==> config.mk <==
export PLATFORM = sky130hd
export DESIGN_NAME = gpio_flat
export DESIGN_NICKNAME = d
export VERILOG_FILES = /design/src/verilog/soc_pkg.sv /design/src/verilog/wb_bus_if.sv /design/src/verilog/gpio.sv /design/src/flat_wrapper.sv
export SDC_FILE = /design/constraint.sdc
export NUM_CORES = 1
export LEC_CHECK = 0
export ABC_AREA = 1
export BUFFER_PORTS_ARGS = -buffer_cell sky130_fd_sc_hd__buf_2
export CORE_ASPECT_RATIO = 2
export CORE_MARGIN = 2
export CORE_UTILIZATION = 23
export DETAILED_ROUTE_END_ITERATION = 10
export PLACE_DENSITY = 0.55
export SLEW_MARGIN = 20
export SYNTH_ARGS = -nofsm -noshare
export SYNTH_HDL_FRONTEND = slang
export SYNTH_SLANG_ARGS = --single-unit
export TNS_END_PERCENT = 30
==> constraint.sdc <==
create_clock -name clk_i -period 1.7 [get_ports clk_i]
set_clock_uncertainty 0.1 [all_clocks]
set_input_delay 0.085 -clock clk_i [delete_from_list [all_inputs] [get_ports clk_i]]
set_output_delay 0.085 -clock clk_i [all_outputs]
set_load 0.03 [all_outputs]
==> src/verilog/soc_pkg.sv <==
package soc_pkg;

    // ==================================================
    // Bus and port types
    // ==================================================

    typedef logic [31:0] wb_addr_t;
    typedef logic [31:0] wb_data_t;
    typedef logic [3:0]  wb_sel_t;

    typedef logic [7:0] gpio_t;

    localparam int IRQ_SOURCES = 3;

    typedef logic [IRQ_SOURCES-1:0] irq_src_t;
    typedef logic [1:0]             irq_vec_t;

    // ==================================================
    // Address map
    // ==================================================

    localparam wb_addr_t RAM_BASE   = 32'h0000_0000;
    localparam int       RAM_WORDS  = 1024;
    localparam wb_addr_t TIMER_BASE = 32'h1000_0000;
    localparam wb_addr_t GPIO_BASE  = 32'h1000_0100;
    localparam wb_addr_t IO_SPAN    = 32'd16;

    // Word index inside an I/O window
    localparam logic [1:0] TIMER_CTRL = 2'd0;
    localparam logic [1:0] TIMER_CMP  = 2'd1;
    localparam logic [1:0] TIMER_CNT  = 2'd2;

    localparam logic [1:0] GPIO_OUT = 2'd0;
    localparam logic [1:0] GPIO_OE  = 2'd1;
    localparam logic [1:0] GPIO_IN  = 2'd2;
    localparam logic [1:0] GPIO_IRQ = 2'd3;

    // Interrupt numbers, lowest wins
    localparam irq_vec_t IRQ_BUS_ERR = 2'd0;
    localparam irq_vec_t IRQ_TIMER   = 2'd1;
    localparam irq_vec_t IRQ_GPIO    = 2'd2;

endpackage : soc_pkg

==> src/verilog/wb_bus_if.sv <==
`timescale 1ns/1ps

interface wb_bus_if;

    import soc_pkg::*;

    // Request side
    logic     cyc;
    logic     stb;
    logic     we;
    wb_addr_t adr;
    wb_data_t dat_w;
    wb_sel_t  sel;

    // Response side
    wb_data_t dat_r;
    logic     ack;
    logic     err;

    modport master (
        output cyc, stb, we, adr, dat_w, sel,
        input  dat_r, ack, err
    );

    modport slave (
        input  cyc, stb, we, adr, dat_w, sel,
        output dat_r, ack, err
    );

endinterface : wb_bus_if

==> src/verilog/gpio.sv <==
`timescale 1ns/1ps

module gpio (
    input  logic         clk_i,
    input  logic         rst_n_i,
    wb_bus_if.slave      bus,
    input  soc_pkg::gpio_t pins_i,
    output soc_pkg::gpio_t pins_o,
    output soc_pkg::gpio_t oe_o,
    output logic         event_o
);

    import soc_pkg::*;

    gpio_t out_q, oe_q;
    gpio_t sync1_q, sync2_q, prev_q;
    gpio_t irq_q;
    gpio_t rise;
    gpio_t clear;
    logic  event_q;

    logic       req;
    logic       wr_en;
    logic [1:0] reg_idx;

    assign req     = bus.cyc & bus.stb & ~bus.ack;
    assign wr_en   = req & bus.we;
    assign reg_idx = bus.adr[3:2];

    // Edge detect on the synchronized value
    assign rise  = sync2_q & ~prev_q;
    assign clear = (wr_en && reg_idx == GPIO_IRQ) ? bus.dat_w[7:0] : '0;

    always_ff @(posedge clk_i or negedge rst_n_i) begin
        if (!rst_n_i) begin
            out_q   <= '0;
            oe_q    <= '0;
            sync1_q <= '0;
            sync2_q <= '0;
            prev_q  <= '0;
            irq_q   <= '0;
            event_q <= 1'b0;
            bus.ack <= 1'b0;
        end else begin
            bus.ack <= req;
            sync1_q <= pins_i;
            sync2_q <= sync1_q;
            prev_q  <= sync2_q;
            if (wr_en && reg_idx == GPIO_OUT) begin
                out_q <= bus.dat_w[7:0];
            end
            if (wr_en && reg_idx == GPIO_OE) begin
                oe_q <= bus.dat_w[7:0];
            end
            // A new edge wins over a clear in the same cycle
            irq_q   <= (irq_q & ~clear) | rise;
            event_q <= |(rise & ~irq_q);
        end
    end

    always_ff @(posedge clk_i) begin
        if (req) begin
            case (reg_idx)
                GPIO_OUT: bus.dat_r <= wb_data_t'(out_q);
                GPIO_OE:  bus.dat_r <= wb_data_t'(oe_q);
                GPIO_IN:  bus.dat_r <= wb_data_t'(sync2_q);
                default:  bus.dat_r <= wb_data_t'(irq_q);
            endcase
        end
    end

    assign bus.err = 1'b0;
    assign pins_o  = out_q;
    assign oe_o    = oe_q;
    assign event_o = event_q;

endmodule : gpio

==> src/flat_wrapper.sv <==
// flat-port wrapper written by rule: the top's interface ports become plain ports
module gpio_flat import soc_pkg::*;
  (clk_i, rst_n_i, pins_i, pins_o, oe_o, event_o, bus_cyc, bus_stb, bus_we, bus_adr, bus_dat_w, bus_sel, bus_dat_r, bus_ack, bus_err);
  wb_bus_if bus_i ();
  input  logic clk_i;
  input  logic rst_n_i;
  input  soc_pkg::gpio_t pins_i;
  output soc_pkg::gpio_t pins_o;
  output soc_pkg::gpio_t oe_o;
  output logic event_o;
  input wire logic [$bits(bus_i.cyc)-1:0] bus_cyc;
  input wire logic [$bits(bus_i.stb)-1:0] bus_stb;
  input wire logic [$bits(bus_i.we)-1:0] bus_we;
  input wire logic [$bits(bus_i.adr)-1:0] bus_adr;
  input wire logic [$bits(bus_i.dat_w)-1:0] bus_dat_w;
  input wire logic [$bits(bus_i.sel)-1:0] bus_sel;
  output wire logic [$bits(bus_i.dat_r)-1:0] bus_dat_r;
  output wire logic [$bits(bus_i.ack)-1:0] bus_ack;
  output wire logic [$bits(bus_i.err)-1:0] bus_err;
  assign bus_i.cyc = bus_cyc;
  assign bus_i.stb = bus_stb;
  assign bus_i.we = bus_we;
  assign bus_i.adr = bus_adr;
  assign bus_i.dat_w = bus_dat_w;
  assign bus_i.sel = bus_sel;
  assign bus_dat_r = bus_i.dat_r;
  assign bus_ack = bus_i.ack;
  assign bus_err = bus_i.err;
  gpio u_core (.clk_i(clk_i), .rst_n_i(rst_n_i), .bus(bus_i), .pins_i(pins_i), .pins_o(pins_o), .oe_o(oe_o), .event_o(event_o));
endmodule
# [After elaboration in Yosys (flattened, before gate mapping)]
# Index checks and enable logic that the tools add are counted.
[word_totals] regBits=82 ramBits=0 latch_bits=0 output_inout_bits=51 n_memories=0 word_cells=30 mem_bits_ro=0
[op_classes] order_cmp=0 eq_ne=3 bitwise_logic=11 addsub=0 n_reduce_logical=5 div=0 muxes=2 shift=0 multipliers=0
[ops] operator="$and A8 B8 Y8" n=3
[ops] operator="$not A8 Y8" n=3
[ops] operator="$pmux W8 S3" n=1
[ops] operator="$mux W8" n=1
[ops] operator="$or A8 B8 Y8" n=1
[ops] operator="$reduce_or A8 Y1" n=1
[ops] operator="$eq A2 B2 Y1 const B" n=2
[ops] operator="$and A1 B1 Y1" n=3
[ops] operator="$logic_and A1 B1 Y1" n=3
[ops] operator="$eq A2 B1 Y1 const B" n=1
[ops] operator="$logic_not A2 Y1" n=1
[ops] operator="$not A1 Y1" n=1

# [Depth between registers and ports, before layout]
# Gate-level depths: netlist of run 1.
[logic_depth] word_depth=8 mapped_depth=7 depth_no_buf=5

# [Least setup slack after synthesis of run 1]
# OpenSTA, ideal clock, no wires.
[synth_timing] path_type="register to register" start="register u_core.bus.ack" end="register u_core.oe_q[5] (netlist: u_core.oe_o[5])" path_buffers=2 slack_ps=189 required_ps=1482 stages_incl_launch_ff=7 synth_period_minus_slack_ps=1511 arrival_time_ps=1294 path_cell_list="dfrtp_1 > nor2_2 > buf_4 > nand3_4 > buf_6 > nand2_2 > o21ai_2"
[synth_via] elab_chain_cells=4
[synth_rtl] item="from (decl)" line_no="wb_bus_if.sv:27" rtl="output dat_r, ack, err"
[synth_rtl] item="from (signal assigned)" line_no="gpio.sv:45" rtl="bus.ack <= req;"
[synth_rtl] item="$not A1 Y1" line_no="gpio.sv:26" rtl="assign req = bus.cyc & bus.stb & ~bus.ack;"
[synth_rtl] item="$and A1 B1 Y1" line_no="gpio.sv:26"
[synth_rtl] item="net u_core.req" line_no="gpio.sv:22" rtl="logic req;"
[synth_rtl] item="$and A1 B1 Y1" line_no="gpio.sv:27" rtl="assign wr_en = req & bus.we;"
[synth_rtl] item="$logic_and A1 B1 Y1" line_no="gpio.sv:52" rtl="if (wr_en && reg_idx == GPIO_OE) begin"
[synth_rtl] item="to (signal assigned)" line_no="gpio.sv:53" rtl="oe_q <= bus.dat_w[7:0];"
[synth_rtl] item="to (decl)" line_no="gpio.sv:15" rtl="gpio_t out_q, oe_q;"
# The timed path passes the listed nets, and every way through them passes these cells.
# A chain may end at the register's enable or synchronous reset.

# [Worst setup path in the final report of run 1]
[layout_timing] start="register u_core.bus.ack" end="register u_core.oe_q[3] (netlist: u_core.oe_o[3])"
[layout_via] elab_chain_cells=4
[layout_rtl] item="$not A1 Y1" line_no="gpio.sv:26"
[layout_rtl] item="$and A1 B1 Y1" line_no="gpio.sv:26"
[layout_rtl] item="$and A1 B1 Y1" line_no="gpio.sv:27"
[layout_rtl] item="$logic_and A1 B1 Y1" line_no="gpio.sv:52"
# No other way between the ends.

==> flow_summary.toml, run 1 <==
[outcome]
status = "finished, final reports clean"

[clock_tree]
clk_pin_slew_ps = 50
cts_buffers = 9
cts_root_buffer = "clkbuf_16"
clock-sinks = 58
ctsResizeCount = 0
clock_latency_ps = 330
htreeDepth = 3
cts_tree = "done"
clock_path_buffers = 2

[global_routing]
grt_pass1_vias = 1929
grt_overflow = 0
grt_max_degree = 51
antenna_found_initial = 0
grt_pass1_wl_mm = 8.83
grt_usage_pct = 10.1

[die]
num_rows = 53
die_y_um = 149
die_w_um = 76.6
core_area_sq_mm = 0.0104
pin_count = 132
dieArea_sq_mm = 0.0114
start_util_pct = 23.3

[synthesis]
yosysWarnings = 0
seq_area_frac_synth_pct = 61.4
synth_top_area_share_pct = 51.5
synthAdderAreaFrac_pct = 0
synth-xor-area-share_pct = 0
synth_compound_area_share_pct = 5.15
ys_ff_latch = 58
synth_edf_count = 8
synth_area_leaders = "dfrtp_1 52%, nand2_1 11%, edfxtp_1 9.9%"
netlist_instances = 232
synthMuxAreaShare_pct = 0
synth_area_sq_mm = 0.00243
async_flop_share_pct = 86.2
synth_top_family_by_area = "simple AND/OR/NAND/NOR gates"
synth_cell_types = 18
post_synth_and_or_nand_nor_area_fraction_pct = 20.7
synth_area_leader_cell = "dfrtp_1"
synth_flop_cell = "dfrtp_1"
avgSynthCellArea_sq_um = 10.5

[drt]
ant_nets = 0
drc = 0
wirelength_mm = 5.35
drtIter0Drc = 145
dr.pass1.iters = 4
wire_per_inst_um = 11.9
viasPerCell = 3.95
vias = 1769

[min_path]
hold_end = "u_core.irq_q[5]$_DFF_PN0_"
min_from = "bus_we"
whs_path_depth = 4
hold_path.class = "primary input to flop"

[pwr]
powerDensity_mw_per_mm2 = 1240
p_leak_nw = 1.53
vdd_drop_max_uv = 609

[sta]
fin_crit_sh_pct = 81.8
final-setup-viol-count = 0
final.min_clock_period_ps = 1390
final-hold-violation-count = 0
rsz0062_at_grt = "false"
setup_tns_ps = 0
whs_ps = 106
fmax_mhz = 719
drv_slew = 0

[cells_and_area]
layout_commonest_cell = "nand2_1"
area_growth_pct = 31.4
layout_common_cells = "74 x nand2_1, 50 x dfrtp_1, 48 x buf_2, 25 x conb_1"
antenna_cells = 0
layout-drive-gt1-share_pct = 27.3
nets = 387
post-route-util_pct = 30.6
n_fill_cell = 1100

[critical_path]
cp-start-kind = "flop"
worstPathRequired_ps = 1810
worst_r2r_path_depth = 4
endpoint_kind = "flop"
regToRegEndpoint = "u_core.oe_o[3]$_DFFE_PN0P_"
worst-path-max-fanout = 16
critPathKind = "flop to flop"
r2r_slack_ps = 310
crit_arrival_ps = 1500
reg2reg_from = "u_core.bus.ack$_DFF_PN0_"

[run]
cap_violations = 0

[placed_design]
port_buffers = 48
gp_congestion = 0.752
dp_hpwl_mm = 3.90
==> where the power goes <==
| group | internal (W) | leakage, nW | switching [W] |
|---|---|---|---|
| clock network | 0.000990 | 0.124 | 0.000655 |
| logic | 0.000197 | 0.749 | 0.000474 |
| registers | 0.00155 | 0.658 | 0.0000950 |
==> final cells by class <==
| class | count | area, sq um | share of cell area [%] |
|---|---|---|---|
| Clock buffer | 9 | 225 | 7.06 |
| Clock inverter | 7 | 56.3 | 1.76 |
| Inverter | 19 | 71.3 | 2.24 |
| Multi-Input combinational cell | 149 | 722 | 22.6 |
| Sequential cell | 58 | 1490 | 46.7 |
| Tap cell | 137 | 171 | 5.37 |
| Timing Repair Buffer | 69 | 453 | 14.2 |
==> state kept, by name (all words and copies together), names as in the netlist <==
| name | count |
|---|---|
| u_core.irq_q | 8 |
| u_core.sync1_q | 8 |
| u_core.oe_o | 8 |
| u_core.bus.dat_r | 8 |
| u_core.pins_o | 8 |
| u_core.prev_q | 8 |
| u_core.sync2_q | 8 |
| u_core.bus.ack | 1 |
| u_core.event_o | 1 |
==> stage by stage <==
step,setup slack (ps),power (W),area [sq um],std cells
floorplan,189,0.00213,2520,256
global placement,328,0.00231,2740,415
detailed placement,312,0.00232,2740,415
CTS,296,0.00402,3190,448
global route,212,0.00414,3190,448
finish,309,0.00396,3190,448
==> cell usage after synthesis (2+ instances only) <==
master,count
buf_6,2
nand3b_1,5
nand2_2,2
nor2_4,2
nand2_1,74
o21ai_1,2
o21ai_2,8
buf_4,28
nand4_1,16
o21ai_0,9
inv_2,2
nand3_4,2
dfrtp_1,50
inv_1,17
edfxtp_1,8
nor2_1,3
==> cell families after synthesis <==
kind of cell | count (synthesis)
DFF | 58
and+or+nand+nor | 105
AOI/OAI and AO/OA | 19
buffers and inverters | 49
other | 1
==> worst max path at each step <==
stage                              from                          to  slack (ps)  depth (start not counted)
2_1_floorplan  u_core.bus.ack$_DFF_PN0_  u_core.oe_o[5]$_DFFE_PN0P_         190                          6
4_1_cts        u_core.bus.ack$_DFF_PN0_  u_core.oe_o[2]$_DFFE_PN0P_         300                          4
3_5_place_dp   u_core.bus.ack$_DFF_PN0_  u_core.oe_o[2]$_DFFE_PN0P_         310                          4
6_report       u_core.bus.ack$_DFF_PN0_  u_core.oe_o[3]$_DFFE_PN0P_         310                          4
3_3_place_gp   u_core.bus.ack$_DFF_PN0_  u_core.oe_o[3]$_DFFE_PN0P_         330                          4
5_1_grt        u_core.bus.ack$_DFF_PN0_  u_core.oe_o[7]$_DFFE_PN0P_         210                          4
==> what timing repair did <==
action                    CTS  global route
buffers inserted            0             0
hold endpoints to repair   80             0
hold buffers               17             0
==> routing by layer <==
| layer | wire length, um | track usage, % |
|---|---|---|
| met1 | 2040 | 10.3 |
| met2 | 2750 | 17.4 |
| met3 | 350 | 2.72 |
| met4 | 208 | 8.00 |
| met5 | 0 | 0 |
==> worst max-delay path, cell delays in order, from the launching register on <==
cell,delay (ps)
dfrtp_1,380
nor2_2,280
nand3_4,300
nand2_1,160
o21ai_2,60
(Power assumes the default switching activity.)
==> run 2: changes to the inputs <==
- PLACE_DENSITY: 0.55 -> 0.56
- clock period: 1.7 -> 1.2 ns (I/O delays scaled with it)
==> run 2 against run 1 <==
Net effect: the run now ends with setup timing left; combinational power increased by 49%; final cell count increased by 2.5%; worst hold slack got worse by 36 ps; global-route usage increased by 0.41 points; total power increased by 45%; via count increased by 2.8%; final area increased by 4.9%; die area unchanged; count of clock-buffer cells in the layout increased by 5; first-iteration DRC count increased by 14%; sequential power increased by 44%.
==> flow_summary.toml, run 2 (synthesized netlist as in run 1, its figures left out) <==
[outcome]
status = "finished with violations"
violations = "setup timing"

[critical_path]
worst_r2r_path_depth = 6
worst-path-max-fanout = 8
cp-start-kind = "flop"
worstPathRequired_ps = 1320
critPathKind = "flop to flop"
crit_arrival_ps = 1410
endpoint_kind = "flop"
reg2reg_from = "u_core.bus.ack$_DFF_PN0_"
regToRegEndpoint = "u_core.oe_o[2]$_DFFE_PN0P_"
r2r_slack_ps = -90

[clock_tree]
htreeDepth = 3
clock_path_buffers = 2
cts_tree = "done"
cts_buffers = 9
cts_root_buffer = "clkbuf_16"
clock_latency_ps = 320
clock-sinks = 58
clk_pin_slew_ps = 50

[sta]
rsz0062_at_grt = "true"
whs_ps = 69.4
relSlewSlack_pct = 58.8
drv_slew = 0
fin_ws_ps = -90.9
final.min_clock_period_ps = 1290
fin_crit_sh_pct = 108
fmax_mhz = 775
tightest_slew_ps = 616
final-hold-violation-count = 0
final-setup-viol-count = 24

[die]
start_util_pct = 23.3
dieArea_sq_mm = 0.0114
num_rows = 53
pin_count = 132
die_y_um = 149
die_w_um = 76.6
core_area_sq_mm = 0.0104

[drt]
vias = 1819
wl_met1_mm = 2.00
wl_met2_mm = 3.30
drtIter0Drc = 166
ant_nets = 0
wire_per_inst_um = 12.7
dr.max_layer_used = "met4"
wirelength_mm = 5.85
dr.pass1.iters = 4
viasPerCell = 3.96
met3_length_um = 295
drc = 0

[global_routing]
grt_pass1_wl_mm = 8.98
antenna_found_initial = 0
grt_overflow = 0
grt_max_degree = 51
grt_pass1_vias = 1823
grt_usage_pct = 10.6

[cells_and_area]
layout_common_cells = "67 x nand2_1, 49 x dfrtp_1, 48 x buf_2, 25 x conb_1"
antenna_cells = 0
layout-drive-gt1-share_pct = 31.7
layout_commonest_cell = "nand2_1"
nets = 398
area_growth_pct = 37.9
post-route-util_pct = 32.2
instances_no_fill = 459

[min_path]
hold_path.class = "primary input to flop"
hold_end = "u_core.pins_o[7]$_DFFE_PN0P_"
whs_path_depth = 4
min_from = "bus_adr[2]"

[placed_design]
port_buffers = 48
dp_cells = 420
dp_hpwl_mm = 4.14
gp_congestion = 0.843

[run]
cap_violations = 0

[pwr]
p_leak_nw = 1.62
powerDensity_mw_per_mm2 = 1710
vdd_drop_max_uv = 686
[run 2: worst max-delay path: stages, from the launching register on]
cell	delay, ps
dfrtp_2	420
nor2_4	170
buf_6	120
nand3_4	80
buf_12	170
nand2_1	70
o21ai_2	50
[run 2: layout make-up]
class	instances	area, sq um
Fill cell	1085	7060
Sequential cell	58	1490
Multi-Input combinational cell	150	767
Timing Repair Buffer	79	562
Clock buffer	14	274
Tap cell	137	171
Inverter	19	71.3
Clock inverter	2	10.0
[run 2: power by group]
part / leakage (nW) / total (W) / internal (W) / switching (W)
Combinational: 0.819 / 0.000999 / 0.000318 / 0.000681
Sequential: 0.656 / 0.00236 / 0.00220 / 0.000160
Clock: 0.143 / 0.00239 / 0.00156 / 0.000830
[run 2: how the worst max path moves through the flow]
| stage | end | slack (ps) | depth (start not counted) | startpoint |
|---|---|---|---|---|
| 3_3_place_gp | u_core.oe_o[7]$_DFFE_PN0P_ | -20 | 4 | u_core.bus.ack$_DFF_PN0_ |
| 4_1_cts | u_core.pins_o[5]$_DFFE_PN0P_ | -70 | 3 | u_core.bus.ack$_DFF_PN0_ |
| 2_1_floorplan | u_core.oe_o[5]$_DFFE_PN0P_ | -160 | 6 | u_core.bus.ack$_DFF_PN0_ |
| 3_5_place_dp | u_core.oe_o[7]$_DFFE_PN0P_ | -80 | 4 | u_core.bus.ack$_DFF_PN0_ |
| 5_1_grt | u_core.pins_o[2]$_DFFE_PN0P_ | -140 | 5 | u_core.bus.ack$_DFF_PN0_ |
| 6_report | u_core.oe_o[2]$_DFFE_PN0P_ | -90 | 6 | u_core.bus.ack$_DFF_PN0_ |
[run 2: what timing repair did]
action                                  in CTS  in global routing
cloned                                       0                  2
pin swaps                                    0                  2
hold endpoints to repair                    82                  0
hold buffers                                17                  0
setup buffers                                1                  3
endpoints found under the setup margin      22                 32
resized for setup                            0                 14
[run 2: per-layer routing]
layer	track usage [%]	vias to the layer above
met2	18.9	67
met3	3.15	17
met4	7.18	0
met5	0	-
li1	-	870
met1	10.3	865
[run 2: metrics by stage]
step	setup TNS, ps	setup slack, ps	power, W	area, sq um
3_3_place_gp	-140	-25.0	0.00329	2780
5_1_grt	-2730	-143	0.00601	3350
6_report	-1260	-90.9	0.00574	3350
3_5_place_dp	-722	-77.3	0.00331	2780
2_1_floorplan	-972	-161	0.00303	2530
4_1_cts	-333	-68.5	0.00577	3260
